**src/design/mips_int_macros.svh**
```systemverilog
`ifndef MIPS_INT_MACROS_SVH
`define MIPS_INT_MACROS_SVH

`define INST_W       32
`define REG_ADDR_W   5
`define REG_NUM      32

// opcode field, inst[31:26]
`define OPC_SPECIAL  6'b000000
`define OPC_ADDI     6'b001000
`define OPC_ADDIU    6'b001001
`define OPC_SLTI     6'b001010
`define OPC_SLTIU    6'b001011
`define OPC_ANDI     6'b001100
`define OPC_ORI      6'b001101
`define OPC_XORI     6'b001110
`define OPC_LUI      6'b001111
`define OPC_PREF     6'b110011

// funct field of SPECIAL, inst[5:0]
`define FN_SLL       6'b000000
`define FN_SRL       6'b000010
`define FN_SRA       6'b000011
`define FN_SLLV      6'b000100
`define FN_SRLV      6'b000110
`define FN_SRAV      6'b000111
`define FN_SYNC      6'b001111
`define FN_ADD       6'b100000
`define FN_ADDU      6'b100001
`define FN_SUB       6'b100010
`define FN_SUBU      6'b100011
`define FN_AND       6'b100100
`define FN_OR        6'b100101
`define FN_XOR       6'b100110
`define FN_NOR       6'b100111
`define FN_SLT       6'b101010
`define FN_SLTU      6'b101011

`endif

```
**src/design/mips_int_pkg.sv**
```systemverilog
`default_nettype none

`include "mips_int_macros.svh"

package mips_int_pkg;

    typedef struct packed {
        logic [5:0]             opcode;
        logic [`REG_ADDR_W-1:0] rs;
        logic [`REG_ADDR_W-1:0] rt;
        logic [`REG_ADDR_W-1:0] rd;
        logic [4:0]             shamt;
        logic [5:0]             funct;
    } inst_r_t;

    typedef struct packed {
        logic [5:0]             opcode;
        logic [`REG_ADDR_W-1:0] rs;
        logic [`REG_ADDR_W-1:0] rt;
        logic [15:0]            imm16;
    } inst_i_t;

    // one instruction word in two field layouts
    typedef union packed {
        inst_r_t r;
        inst_i_t i;
    } inst_word_u;

    typedef enum logic [3:0] {
        ALU_OR, ALU_AND, ALU_XOR, ALU_NOR,
        ALU_SLL, ALU_SRL, ALU_SRA,
        ALU_ADD, ALU_SUB, ALU_SLT, ALU_SLTU,
        ALU_NOP
    } alu_op_e;

    typedef enum logic [1:0] {
        SEL_NOP, SEL_LOGIC, SEL_SHIFT, SEL_ARITH
    } alu_sel_e;

endpackage

`default_nettype wire

```
**src/design/inst_decode.sv**
```systemverilog
`default_nettype none

`include "mips_int_macros.svh"

module inst_decode (
    input  wire logic                   inst_valid_i,
    input  wire logic [`INST_W-1:0]     inst_i,
    input  wire logic [`INST_W-1:0]     rs_data_i,
    input  wire logic [`INST_W-1:0]     rt_data_i,
    input  wire logic                   ex_wreg_i,
    input  wire logic [`REG_ADDR_W-1:0] ex_wd_i,
    input  wire logic [`INST_W-1:0]     ex_wdata_i,
    input  wire logic                   wb_we_i,
    input  wire logic [`REG_ADDR_W-1:0] wb_addr_i,
    input  wire logic [`INST_W-1:0]     wb_data_i,
    output logic [`REG_ADDR_W-1:0]      rs_addr_o,
    output logic [`REG_ADDR_W-1:0]      rt_addr_o,
    output logic                        dec_valid_o,
    output mips_int_pkg::alu_op_e       dec_op_o,
    output mips_int_pkg::alu_sel_e      dec_sel_o,
    output logic [`INST_W-1:0]          dec_opnd1_o,
    output logic [`INST_W-1:0]          dec_opnd2_o,
    output logic [`REG_ADDR_W-1:0]      dec_wd_o,
    output logic                        dec_wreg_o,
    output logic                        dec_invalid_o
);

    mips_int_pkg::inst_word_u inst_w;
    logic                     rd1;           // opnd1 from rs
    logic                     rd2;           // opnd2 from rt
    logic                     wreg;
    logic                     inst_ok;
    logic [`INST_W-1:0]       imm;
    logic [`REG_ADDR_W-1:0]   wd;

    // newest in-flight write wins over the register file
    function automatic logic [`INST_W-1:0] pick_opnd(
        input logic                   rd,
        input logic [`REG_ADDR_W-1:0] addr,
        input logic [`INST_W-1:0]     rf_data,
        input logic [`INST_W-1:0]     imm_val,
        input logic                   ex_wreg,
        input logic [`REG_ADDR_W-1:0] ex_wd,
        input logic [`INST_W-1:0]     ex_wdata,
        input logic                   wb_we,
        input logic [`REG_ADDR_W-1:0] wb_addr,
        input logic [`INST_W-1:0]     wb_data
    );
        if (!rd) begin
            return imm_val;
        end else if (ex_wreg && ex_wd == addr) begin
            return ex_wdata;
        end else if (wb_we && wb_addr == addr) begin
            return wb_data;
        end
        return rf_data;
    endfunction

    assign inst_w    = inst_i;
    assign rs_addr_o = inst_w.r.rs;
    assign rt_addr_o = inst_w.r.rt;

    always_comb begin
        dec_op_o  = mips_int_pkg::ALU_NOP;
        dec_sel_o = mips_int_pkg::SEL_NOP;
        wd        = inst_w.r.rd;             // rd unless I-type
        wreg      = 1'b0;
        inst_ok   = 1'b0;
        rd1       = 1'b0;
        rd2       = 1'b0;
        imm       = '0;

        case (inst_w.r.opcode)
            `OPC_SPECIAL: begin
                case (inst_w.r.funct)
                    `FN_OR:   {dec_op_o, dec_sel_o} = {mips_int_pkg::ALU_OR,   mips_int_pkg::SEL_LOGIC};
                    `FN_AND:  {dec_op_o, dec_sel_o} = {mips_int_pkg::ALU_AND,  mips_int_pkg::SEL_LOGIC};
                    `FN_XOR:  {dec_op_o, dec_sel_o} = {mips_int_pkg::ALU_XOR,  mips_int_pkg::SEL_LOGIC};
                    `FN_NOR:  {dec_op_o, dec_sel_o} = {mips_int_pkg::ALU_NOR,  mips_int_pkg::SEL_LOGIC};
                    `FN_SLL,
                    `FN_SLLV: {dec_op_o, dec_sel_o} = {mips_int_pkg::ALU_SLL,  mips_int_pkg::SEL_SHIFT};
                    `FN_SRL,
                    `FN_SRLV: {dec_op_o, dec_sel_o} = {mips_int_pkg::ALU_SRL,  mips_int_pkg::SEL_SHIFT};
                    `FN_SRA,
                    `FN_SRAV: {dec_op_o, dec_sel_o} = {mips_int_pkg::ALU_SRA,  mips_int_pkg::SEL_SHIFT};
                    `FN_ADD,
                    `FN_ADDU: {dec_op_o, dec_sel_o} = {mips_int_pkg::ALU_ADD,  mips_int_pkg::SEL_ARITH};
                    `FN_SUB,
                    `FN_SUBU: {dec_op_o, dec_sel_o} = {mips_int_pkg::ALU_SUB,  mips_int_pkg::SEL_ARITH};
                    `FN_SLT:  {dec_op_o, dec_sel_o} = {mips_int_pkg::ALU_SLT,  mips_int_pkg::SEL_ARITH};
                    `FN_SLTU: {dec_op_o, dec_sel_o} = {mips_int_pkg::ALU_SLTU, mips_int_pkg::SEL_ARITH};
                    `FN_SYNC: inst_ok = 1'b1;
                    default: ;
                endcase
                if (inst_w.r.funct inside {`FN_SLL, `FN_SRL, `FN_SRA}) begin
                    rd2     = 1'b1;
                    imm     = {{(`INST_W-5){1'b0}}, inst_w.r.shamt};  // shift amount
                    inst_ok = (inst_w.r.rs == '0);
                    wreg    = inst_ok;
                end else if (dec_sel_o != mips_int_pkg::SEL_NOP) begin
                    rd1     = 1'b1;
                    rd2     = 1'b1;
                    inst_ok = (inst_w.r.shamt == '0);
                    wreg    = inst_ok;
                end
            end
            `OPC_ORI: begin
                {dec_op_o, dec_sel_o} = {mips_int_pkg::ALU_OR, mips_int_pkg::SEL_LOGIC};
                imm = {16'h0, inst_w.i.imm16};
            end
            `OPC_ANDI: begin
                {dec_op_o, dec_sel_o} = {mips_int_pkg::ALU_AND, mips_int_pkg::SEL_LOGIC};
                imm = {16'h0, inst_w.i.imm16};
            end
            `OPC_XORI: begin
                {dec_op_o, dec_sel_o} = {mips_int_pkg::ALU_XOR, mips_int_pkg::SEL_LOGIC};
                imm = {16'h0, inst_w.i.imm16};
            end
            `OPC_LUI: begin
                {dec_op_o, dec_sel_o} = {mips_int_pkg::ALU_OR, mips_int_pkg::SEL_LOGIC};
                imm = {inst_w.i.imm16, 16'h0};
            end
            `OPC_ADDI,
            `OPC_ADDIU: begin
                {dec_op_o, dec_sel_o} = {mips_int_pkg::ALU_ADD, mips_int_pkg::SEL_ARITH};
                imm = {{16{inst_w.i.imm16[15]}}, inst_w.i.imm16};
            end
            `OPC_SLTI: begin
                {dec_op_o, dec_sel_o} = {mips_int_pkg::ALU_SLT, mips_int_pkg::SEL_ARITH};
                imm = {{16{inst_w.i.imm16[15]}}, inst_w.i.imm16};
            end
            `OPC_SLTIU: begin
                {dec_op_o, dec_sel_o} = {mips_int_pkg::ALU_SLTU, mips_int_pkg::SEL_ARITH};
                imm = {{16{inst_w.i.imm16[15]}}, inst_w.i.imm16};  // signed imm, unsigned compare
            end
            `OPC_PREF: inst_ok = 1'b1;
            default: ;
        endcase

        if (inst_w.i.opcode != `OPC_SPECIAL && dec_sel_o != mips_int_pkg::SEL_NOP) begin
            rd1     = (inst_w.i.opcode != `OPC_LUI);  // lui ignores rs
            wd      = inst_w.i.rt;
            wreg    = 1'b1;
            inst_ok = 1'b1;
        end

        dec_wreg_o    = inst_valid_i && wreg && (wd != '0);
        dec_invalid_o = inst_valid_i && !inst_ok;
    end

    assign dec_valid_o = inst_valid_i;
    assign dec_wd_o    = wd;

    assign dec_opnd1_o = pick_opnd(rd1, rs_addr_o, rs_data_i, imm, ex_wreg_i, ex_wd_i,
                                   ex_wdata_i, wb_we_i, wb_addr_i, wb_data_i);
    assign dec_opnd2_o = pick_opnd(rd2, rt_addr_o, rt_data_i, imm, ex_wreg_i, ex_wd_i,
                                   ex_wdata_i, wb_we_i, wb_addr_i, wb_data_i);

    always_comb begin
        if (inst_valid_i) begin
            assert (!(dec_wreg_o && dec_invalid_o))
                else $error("invalid instruction %h requests a write", inst_i);
        end
    end

endmodule

`default_nettype wire

```
**src/design/alu_exec.sv**
```systemverilog
`default_nettype none

`include "mips_int_macros.svh"

module alu_exec (
    input  wire logic                   clk,
    input  wire logic                   rst_n_i,
    input  wire logic                   dec_valid_i,
    input  wire mips_int_pkg::alu_op_e  dec_op_i,
    input  wire mips_int_pkg::alu_sel_e dec_sel_i,
    input  wire logic [`INST_W-1:0]     dec_opnd1_i,
    input  wire logic [`INST_W-1:0]     dec_opnd2_i,
    input  wire logic [`REG_ADDR_W-1:0] dec_wd_i,
    input  wire logic                   dec_wreg_i,
    input  wire logic                   dec_invalid_i,
    output logic                        ex_valid_o,
    output logic                        ex_wreg_o,
    output logic [`REG_ADDR_W-1:0]      ex_wd_o,
    output logic [`INST_W-1:0]          ex_wdata_o,
    output logic                        ex_invalid_o
);

    mips_int_pkg::alu_op_e  op_q;
    mips_int_pkg::alu_sel_e sel_q;
    logic [`INST_W-1:0]     opnd1_q;
    logic [`INST_W-1:0]     opnd2_q;
    logic [`INST_W-1:0]     logic_res;
    logic [`INST_W-1:0]     shift_res;
    logic [`INST_W-1:0]     arith_res;
    logic [4:0]             sa;

    always_ff @(posedge clk) begin
        if (!rst_n_i) begin
            ex_valid_o   <= 1'b0;
            ex_wreg_o    <= 1'b0;
            ex_invalid_o <= 1'b0;
        end else begin
            ex_valid_o   <= dec_valid_i;
            ex_wreg_o    <= dec_wreg_i;
            ex_invalid_o <= dec_invalid_i;
        end
    end

    always_ff @(posedge clk) begin
        op_q    <= dec_op_i;
        sel_q   <= dec_sel_i;
        opnd1_q <= dec_opnd1_i;
        opnd2_q <= dec_opnd2_i;
        ex_wd_o <= dec_wd_i;
    end

    assign sa = opnd1_q[4:0];  // shamt or rs[4:0]

    always_comb begin
        case (op_q)
            mips_int_pkg::ALU_OR:  logic_res = opnd1_q | opnd2_q;
            mips_int_pkg::ALU_AND: logic_res = opnd1_q & opnd2_q;
            mips_int_pkg::ALU_XOR: logic_res = opnd1_q ^ opnd2_q;
            mips_int_pkg::ALU_NOR: logic_res = ~(opnd1_q | opnd2_q);
            default:               logic_res = '0;
        endcase
    end

    always_comb begin
        case (op_q)
            mips_int_pkg::ALU_SLL: shift_res = opnd2_q << sa;
            mips_int_pkg::ALU_SRL: shift_res = opnd2_q >> sa;
            mips_int_pkg::ALU_SRA: shift_res = $signed(opnd2_q) >>> sa;  // sign fill
            default:               shift_res = '0;
        endcase
    end

    // add and sub wrap without an overflow trap
    always_comb begin
        case (op_q)
            mips_int_pkg::ALU_ADD:  arith_res = opnd1_q + opnd2_q;
            mips_int_pkg::ALU_SUB:  arith_res = opnd1_q - opnd2_q;
            mips_int_pkg::ALU_SLT:  arith_res = {{(`INST_W-1){1'b0}},
                                                 $signed(opnd1_q) < $signed(opnd2_q)};
            mips_int_pkg::ALU_SLTU: arith_res = {{(`INST_W-1){1'b0}}, opnd1_q < opnd2_q};
            default:                arith_res = '0;
        endcase
    end

    always_comb begin
        case (sel_q)
            mips_int_pkg::SEL_LOGIC: ex_wdata_o = logic_res;
            mips_int_pkg::SEL_SHIFT: ex_wdata_o = shift_res;
            mips_int_pkg::SEL_ARITH: ex_wdata_o = arith_res;
            default:                 ex_wdata_o = '0;
        endcase
    end

    a_wreg_has_result : assert property (
        @(posedge clk) disable iff (!rst_n_i)
        (ex_valid_o && ex_wreg_o) |-> (sel_q != mips_int_pkg::SEL_NOP)
    ) else $error("register write without a result group");

endmodule

`default_nettype wire

```
**src/design/write_back.sv**
```systemverilog
`default_nettype none

`include "mips_int_macros.svh"

module write_back (
    input  wire logic                   clk,
    input  wire logic                   rst_n_i,
    input  wire logic                   ex_valid_i,
    input  wire logic                   ex_wreg_i,
    input  wire logic [`REG_ADDR_W-1:0] ex_wd_i,
    input  wire logic [`INST_W-1:0]     ex_wdata_i,
    input  wire logic                   ex_invalid_i,
    input  wire logic [`REG_ADDR_W-1:0] rs_addr_i,
    input  wire logic [`REG_ADDR_W-1:0] rt_addr_i,
    output logic [`INST_W-1:0]          rs_data_o,
    output logic [`INST_W-1:0]          rt_data_o,
    output logic                        wb_we_o,
    output logic [`REG_ADDR_W-1:0]      wb_addr_o,
    output logic [`INST_W-1:0]          wb_data_o,
    output logic                        wb_invalid_o
);

    logic [`INST_W-1:0] regs [0:`REG_NUM-1];

    always_ff @(posedge clk) begin
        if (!rst_n_i) begin
            wb_we_o      <= 1'b0;
            wb_invalid_o <= 1'b0;
        end else begin
            wb_we_o      <= ex_valid_i && ex_wreg_i;
            wb_invalid_o <= ex_valid_i && ex_invalid_i;
        end
    end

    always_ff @(posedge clk) begin
        wb_addr_o <= ex_wd_i;
        wb_data_o <= ex_wdata_i;
    end

    always_ff @(posedge clk) begin
        if (wb_we_o) begin
            regs[wb_addr_o] <= wb_data_o;  // one edge after the ports
        end
    end

    assign rs_data_o = (rs_addr_i == '0) ? '0 : regs[rs_addr_i];  // $zero
    assign rt_data_o = (rt_addr_i == '0) ? '0 : regs[rt_addr_i];

    a_no_zero_write : assert property (
        @(posedge clk) disable iff (!rst_n_i)
        wb_we_o |-> (wb_addr_o != '0)
    ) else $error("write-back to register 0");

endmodule

`default_nettype wire

```
**src/design/mips_int_top.sv**
```systemverilog
`default_nettype none

`include "mips_int_macros.svh"

module mips_int_top (
    input  wire logic                   clk,
    input  wire logic                   rst_n_i,
    input  wire logic                   inst_valid_i,
    input  wire logic [`INST_W-1:0]     inst_i,
    output logic                        wb_we_o,
    output logic [`REG_ADDR_W-1:0]      wb_addr_o,
    output logic [`INST_W-1:0]          wb_data_o,
    output logic                        inst_invalid_o
);

    logic [`REG_ADDR_W-1:0] rs_addr;
    logic [`REG_ADDR_W-1:0] rt_addr;
    logic [`INST_W-1:0]     rs_data;
    logic [`INST_W-1:0]     rt_data;
    logic                   dec_valid;
    mips_int_pkg::alu_op_e  dec_op;
    mips_int_pkg::alu_sel_e dec_sel;
    logic [`INST_W-1:0]     dec_opnd1;
    logic [`INST_W-1:0]     dec_opnd2;
    logic [`REG_ADDR_W-1:0] dec_wd;
    logic                   dec_wreg;
    logic                   dec_invalid;
    logic                   ex_valid;
    logic                   ex_wreg;
    logic [`REG_ADDR_W-1:0] ex_wd;
    logic [`INST_W-1:0]     ex_wdata;
    logic                   ex_invalid;

    inst_decode u_inst_decode (
        .inst_valid_i  (inst_valid_i),
        .inst_i        (inst_i),
        .rs_data_i     (rs_data),
        .rt_data_i     (rt_data),
        .ex_wreg_i     (ex_wreg),
        .ex_wd_i       (ex_wd),
        .ex_wdata_i    (ex_wdata),
        .wb_we_i       (wb_we_o),
        .wb_addr_i     (wb_addr_o),
        .wb_data_i     (wb_data_o),
        .rs_addr_o     (rs_addr),
        .rt_addr_o     (rt_addr),
        .dec_valid_o   (dec_valid),
        .dec_op_o      (dec_op),
        .dec_sel_o     (dec_sel),
        .dec_opnd1_o   (dec_opnd1),
        .dec_opnd2_o   (dec_opnd2),
        .dec_wd_o      (dec_wd),
        .dec_wreg_o    (dec_wreg),
        .dec_invalid_o (dec_invalid)
    );

    alu_exec u_alu_exec (
        .clk           (clk),
        .rst_n_i       (rst_n_i),
        .dec_valid_i   (dec_valid),
        .dec_op_i      (dec_op),
        .dec_sel_i     (dec_sel),
        .dec_opnd1_i   (dec_opnd1),
        .dec_opnd2_i   (dec_opnd2),
        .dec_wd_i      (dec_wd),
        .dec_wreg_i    (dec_wreg),
        .dec_invalid_i (dec_invalid),
        .ex_valid_o    (ex_valid),
        .ex_wreg_o     (ex_wreg),
        .ex_wd_o       (ex_wd),
        .ex_wdata_o    (ex_wdata),
        .ex_invalid_o  (ex_invalid)
    );

    write_back u_write_back (
        .clk           (clk),
        .rst_n_i       (rst_n_i),
        .ex_valid_i    (ex_valid),
        .ex_wreg_i     (ex_wreg),
        .ex_wd_i       (ex_wd),
        .ex_wdata_i    (ex_wdata),
        .ex_invalid_i  (ex_invalid),
        .rs_addr_i     (rs_addr),
        .rt_addr_i     (rt_addr),
        .rs_data_o     (rs_data),
        .rt_data_o     (rt_data),
        .wb_we_o       (wb_we_o),
        .wb_addr_o     (wb_addr_o),
        .wb_data_o     (wb_data_o),
        .wb_invalid_o  (inst_invalid_o)
    );

endmodule

`default_nettype wire

```
**config.mk**
```make
export PLATFORM = sky130hd
export DESIGN_NAME = mips_int_top
export DESIGN_NICKNAME = d
export VERILOG_FILES = /design/src/design/mips_int_pkg.sv /design/src/design/inst_decode.sv /design/src/design/alu_exec.sv /design/src/design/write_back.sv /design/src/design/mips_int_top.sv
export VERILOG_INCLUDE_DIRS = /design/src /design/src/design
export SDC_FILE = /design/constraint.sdc
export NUM_CORES = 2
export LEC_CHECK = 0
export BUFFER_PORTS_ARGS = -buffer_cell sky130_fd_sc_hd__buf_2
export CAP_MARGIN = 5
export CORE_ASPECT_RATIO = 1.75
export CORE_MARGIN = 3
export CORE_UTILIZATION = 55
export CTS_CLUSTER_DIAMETER = 50
export DETAILED_ROUTE_END_ITERATION = 6
export GPL_ROUTABILITY_DRIVEN = 1
export PLACE_DENSITY = 0.74
export SYNTH_ARGS = -nofsm -noshare
export SYNTH_HDL_FRONTEND = slang
export SYNTH_SLANG_ARGS = --single-unit
```
**constraint.sdc**
```tcl
create_clock -name clk -period 3.75 [get_ports clk]
set_input_delay 0.75 -clock clk [delete_from_list [all_inputs] [get_ports clk]]
set_output_delay 0.75 -clock clk [all_outputs]
set_load 0.05 [all_outputs]
```
# == Yosys cells after proc, flatten, opt, wreduce, memory -nomap -nowiden ==
# Memory sizes are Yosys's and may differ from the RTL's.
# Index checks and enable logic that the tools add are counted.
# classes
n_lt_le_gt_ge,2
shift,3
add_sub_neg,2
n_div,0
mux,45
reduce_logical,35
eq_ne,43
mul,0
bitwise,4
# op_table
operator,n
32-bit one-hot mux with 4 select lines,3
32-bit 2-to-1 mux,10
32-bit one-hot mux with 3 select lines,2
6-bit == test (second input constant),11
32-bit < comparator,2
6-bit by 4-bit == test with 1-bit output (second input constant),9
4-bit one-hot mux with 11 select lines,1
32-bit adder,1
32-bit bitwise AND,1
32-bit NOT,1
32-bit OR,1
32-bit by 5-bit << shifter with 32-bit output,1
32-bit by 5-bit >> shifter with 32-bit output,1
32-bit by 5-bit >>> shifter with 32-bit output,1
32-bit subtractor,1
32-bit XOR,1
4-bit one-hot mux with 7 select lines,1
1-bit 2-to-1 mux,22
5-bit == test,4
6-bit by 3-bit == test with 1-bit output (second input constant),3
4-bit by 3-bit == test with 1-bit output (second input constant),4
5-bit zero test,3
2-bit OR reduction,7
4-bit == test (second input constant),3
other kinds (21),40
# word_totals
register_bits,117
out_inout_bits,39
romBits,0
in_bits,35
elab_cells,147
latchBits,0
mem_bits_rw,1024
memories,1
# memory_table
name,depth,word_bits,rd,rd_clocked_by_memory_dff,write_ports,line_no,text
u_write_back.regs,32,32,2,0,1,write_back.sv:23,logic [`INST_W-1:0] regs [0:`REG_NUM-1];

# == Longest topological paths before layout ==
# depth
depth_word,11
depth_mapped,17
ltp_nobuf,14

# == Hierarchy ==
# A second synthesis with hierarchy kept.
# hier_totals
cells_unflattened,4660
area_unflattened_um2,62966.6
# by_module_without_submodules
module,cells_each,n_inst,seq_area_each_um2,area_each_um2
write_back,2617,1,31530.2,48644.2
alu_exec,1551,1,1561.5,11219.5
inst_decode,492,1,0.0,3103.0

# == Worst setup path before layout ==
# No wires, ideal clock.
# synth_timing
kind,reg-to-reg
startpoint,register u_alu_exec.opnd1_q[1]
endpoint,register u_alu_exec.opnd1_q[31]
path_buffers,4
stages_incl_launch_ff,17
required_ns,3.628
setup_ns,0.122
slack_ns,-0.407
period_less_slack_ns,4.157
arrival_time_ns,4.035
cell_sequence,dfxtp_1 > buf_2 > inv_1 > buf_2 > buf_2 > buf_1 > ha_1 > o21ba_1 > nor4_2 > and4b_4 > o41ai_4 > a31oi_2 > o21ba_2 > o41ai_4 > xnor2_1 > a21o_1 > a221o_1
# synth_between
elab_chain_len,6
elab_cells_between_ends,11
classes_between,2 x add/sub; 3 x shift; 6 x mux
# synth_lines
item,line_no,text
"start, declared",alu_exec.sv:25,logic [`INST_W-1:0] opnd1_q;
"start signal, assigned",alu_exec.sv:47,opnd1_q <= dec_opnd1_i;
"32-bit subtractor, or another cell as far along",alu_exec.sv:77,mips_int_pkg::ALU_SUB: arith_res = opnd1_q - opnd2_q;
32-bit one-hot mux with 4 select lines / 32-bit one-hot mux with 3 select lines (equally long branches),"alu_exec.sv:75, alu_exec.sv:65",
32-bit one-hot mux with 3 select lines *,alu_exec.sv:86,case (sel_q)
net ex_wdata[31],mips_int_top.sv:31,logic [`INST_W-1:0] ex_wdata;
32-bit 2-to-1 mux *,inst_decode.sv:51,end else if (ex_wreg && ex_wd == addr) begin
32-bit 2-to-1 mux *,inst_decode.sv:49,if (!rd) begin
32-bit 2-to-1 mux *,inst_decode.sv:56,return rf_data;
net dec_opnd1[31],mips_int_top.sv:23,logic [`INST_W-1:0] dec_opnd1;
# The timed path passes the listed nets; every way through them passes the cells marked *.
# A chain may end at the register's enable or synchronous reset.

# == Worst setup path after layout ==
# layout_timing
startpoint,register u_alu_exec.opnd2_q[22]
endpoint,register u_alu_exec.opnd2_q[29]
# layout_between
elab_chain_len,6
elab_cells_between_ends,11
classes_between,2 x add/sub; 3 x shift; 6 x mux
# layout_lines
item,line_no,text
"start, declared",alu_exec.sv:26,logic [`INST_W-1:0] opnd2_q;
"start signal, assigned",alu_exec.sv:48,opnd2_q <= dec_opnd2_i;
"32-bit subtractor, or another cell as far along",alu_exec.sv:77,
32-bit one-hot mux with 4 select lines / 32-bit one-hot mux with 3 select lines (equally long branches),"alu_exec.sv:75, alu_exec.sv:65",
32-bit one-hot mux with 3 select lines *,alu_exec.sv:86,
net ex_wdata[29],mips_int_top.sv:31,
32-bit 2-to-1 mux *,inst_decode.sv:51,
32-bit 2-to-1 mux *,inst_decode.sv:49,
32-bit 2-to-1 mux *,inst_decode.sv:56,
net dec_opnd2[29],mips_int_top.sv:24,logic [`INST_W-1:0] dec_opnd2;
# Marked as above.

==> out/qor.csv <==
stage,metric,value,unit
pwr,total_leakage_power,24.74,nW
synth,yosysSeqAreaShare,0.5398,
clocking,clkSinkCount,1141,
detailed_routing,routed_wl,256300,um
critical_path,crit_required,4.38,ns
place,gp_congestion,1.131,
timing,hold_slack,0.3587,ns
global_routing,grt_start_max_net_pins,64,
synth,synth-xor-area-share,0.004715,
pwr,irDropWorstVdd,485.3,uV
synth,syn_avg_cell_area,15.10,um2
clocking,cts_buffers,99,
cells_and_area,drive_gt1_frac,0.3545,
min_path,hp-start,rst_n_i,
synth,synth-compound-area-share,0.09060,
timing,fin_crit,3.690,ns
pwr,pwr_density_cell,377.8,nW/um2
die,placementRows,161,
global_routing,antenna_found_initial,35,
critical_path,r2r-start,u_alu_exec.opnd2_q[22],
place,port_buffers,73,
timing,drv_slew,0,
min_path,min_path_type,in -> reg,
die,start_util,0.5553,
global_routing,grt_pass1_vias,46430,
critical_path,crit_path_start_kind,register,
die,core,110400,um2
cells_and_area,final_cell_mix,"edfxtp_1, mux4_2, buf_4",
clocking,htreeDepth,3,
synth,muxShareOfSynthArea,0.2640,
die,fp.dieW,258.4,um
synth,synth_nets,4196,
clocking,clkLatencyLatePin,0.74,ns
critical_path,endpoint_kind,register,
critical_path,r2r_cells,14,
die,dieArea,115700,um2
min_path,min_path_cells,2,
synth,yosys_warnings,0,
place,placed_area,68110,um2
timing,hold_viol_final,0,
synth,synthFlopType,edfxtp_1,
timing,maxSlewHeadroom,0.04629,
clocking,clk_pin_slew,0.07,ns
synth,synth_simple_gate_area_frac,0.05052,
run_status,status,completed,
pwr,power,0.02714,W
synth,async_flop_share,0,
detailed_routing,drt_pre_antenna_iters,6,
cells_and_area,final_common_cell,edfxtp_1,
global_routing,overflow,0,
detailed_routing,vias,45980,
place,dp_hpwl,174300,um
timing,fmax,0.2710,GHz
cells_and_area,fin_area,71830,um2
run,drv_cap,0,
critical_path,cp_max_fo,5,
global_routing,grt_pass1_wl,356900,um
detailed_routing,antenna_left,0,
timing,worstMarginPinSlew,1.431,ns
die,die_h,447.7,um
clocking,cts_buffer_depth,3,
critical_path,timing.rr.end,u_alu_exec.opnd2_q[29],
synth,ys_types,86,
synth,synthAdderAreaFrac,0.02086,
synth,synth_top_family_by_area,multiplexers,
die,io_pins,74,
detailed_routing,vias_per_cell,7.511,
detailed_routing,drc,0,
timing,fin_skew,0.03867,ns
timing,min_period_over_period,0.9841,
min_path,hold_end,u_write_back.wb_we_o,
timing,setup-violations-final,0,
clocking,cts-root-buf,clkbuf_16,
cells_and_area,final_util,0.6507,
global_routing,grt_usage,0.4510,
synth,syn_area,61300,um2
synth,synth-seq-cells,1141,
critical_path,critPathKind,reg -> reg,
critical_path,cp.arrival,4.32,ns
synth,synth_edf_count,1024,
clocking,tritoncts,done,
critical_path,r2r_slack,0.06,ns
detailed_routing,drt_iter0_markers,6659,
synth,synthCells,4060,
cells_and_area,fill_cells,7838,
detailed_routing,wire_per_inst,41.87,um
cells_and_area,syn_to_final_growth,17.18,%
cells_and_area,nets,4684,
how the worst max path moves through the flow:
stage	depth (start not counted)	endpoint	startpoint
CTS	16	u_alu_exec.opnd2_q[28]	u_alu_exec.opnd2_q[0]
finish	14	u_alu_exec.opnd2_q[29]	u_alu_exec.opnd2_q[22]
floorplan	16	u_alu_exec.opnd2_q[27]	u_alu_exec.opnd1_q[1]
global placement	12	u_alu_exec.opnd2_q[0]	u_alu_exec.opnd1_q[0]
global route	16	u_alu_exec.opnd2_q[19]	u_alu_exec.opnd1_q[0]
detailed placement	18	u_alu_exec.opnd2_q[0]	u_alu_exec.opnd1_q[0]
through the flow:
step / setup WS (ns) / TNS (ns) / instances
3_3_place_gp: -0.5436 / -1.444 / 5904
3_5_place_dp: -0.2855 / -1.490 / 5905
2_1_floorplan: 0.008694 / 0 / 4060
6_report: 0.05965 / 0 / 6121
4_1_cts: 0.0009477 / 0 / 6090
5_1_grt: -0.06791 / -0.1085 / 6102
worst max-delay path, stage by stage (launching register included):
cell	delay, ns
dfxtp_1	0.59
inv_1	0.14
ha_1	0.33
inv_1	0.11
a21oi_1	0.34
o31ai_1	0.21
nor2b_1	0.18
o41ai_1	0.33
buf_4	0.19
mux2i_1	0.18
o22ai_1	0.11
nor3_2	0.28
o21ai_1	0.15
buf_4	0.19
a211o_1	0.25
metal layers:
metal	track usage	routed length, um
met1	0.4548	71520
met2	0.7183	122900
met3	0.1582	30330
met4	0.4372	31410
met5	0.0008547	133
cells by family (layout without fill, tap and decap cells):
| family | after synthesis | after routing |
|---|---|---|
| buf+inv | 458 | 1030 |
| other cells | 0 | 22 |
| fa+ha+maj | 101 | 101 |
| xor+xnor | 33 | 33 |
| simple gates | 669 | 669 |
| flops | 1141 | 1141 |
| mux | 851 | 851 |
| compound gates | 807 | 807 |
cell usage after synthesis (all sizes together) (10+ instances only):
library cell	number	share of area
a31oi	19	0.0020
a22o	13	0.0019
o311ai	13	0.0019
o21bai	12	0.0015
nor2b	29	0.0030
clkbuf	194	0.012
nor2	198	0.012
a221o	26	0.0042
a21o	32	0.0039
o211ai	52	0.0064
o32ai	14	0.0020
nand2	237	0.015
nand3	37	0.0030
o31ai	23	0.0028
a211oi	39	0.0048
nor3	29	0.0024
and3	23	0.0023
xnor2	17	0.0024
a211o	14	0.0020
edfxtp	1024	0.50
xor2	16	0.0023
nand2b	26	0.0027
inv	133	0.0081
o21a	11	0.0013
o21ai	170	0.014
dfxtp	117	0.038
mux2i	194	0.032
o22ai	50	0.0051
or3	10	0.0010
a221oi	44	0.0063
buf	130	0.0093
o221ai	45	0.0064
and2	16	0.0016
mux2	49	0.0090
nor4	15	0.0016
ha	99	0.020
nand4	14	0.0014
mux4	608	0.22
a22oi	20	0.0024
a21oi	154	0.013
sequential cells by signal (all words and copies together) (netlist names):
name,cells
u_alu_exec.opnd2_q,32
u_write_back.regs,1024
u_alu_exec.ex_valid_o,1
u_write_back.wb_addr_o,5
u_alu_exec.ex_wreg_o,1
u_alu_exec.sel_q,2
u_write_back.wb_invalid_o,1
u_alu_exec.ex_invalid_o,1
u_alu_exec.opnd1_q,32
u_alu_exec.op_q,4
u_write_back.wb_data_o,32
u_alu_exec.ex_wd_o,5
u_write_back.wb_we_o,1
report_power, final:
| part | leakage [nW] | total [W] | internal (W) | switching (W) |
|---|---|---|---|---|
| Sequential | 10.3 | 0.0138 | 0.0137 | 0.0000658 |
| Clock | 1.57 | 0.0104 | 0.00549 | 0.00492 |
| Combinational | 12.9 | 0.00293 | 0.00121 | 0.00172 |
| Total | 24.7 | 0.0271 | 0.0204 | 0.00671 |
layout make-up:
type,count,area (um2),share of cell area
clock buffer,113,2530,0.03522
antenna,22,55.05,0.0007664
tap,1467,1836,0.02555
timing repair buffer,711,6048,0.08420
inverter,134,504.2,0.007020
multi-input combinational,2461,27050,0.3765
sequential,1141,33110,0.4610
clock inverter,72,700.7,0.009754
repair_timing:
action,CTS,global route
hold buffers,0,0
setup endpoints to repair,25,56
pin swaps,1,16
resized for setup,17,56
setup buffers,0,9
(Power assumes the default switching activity.)
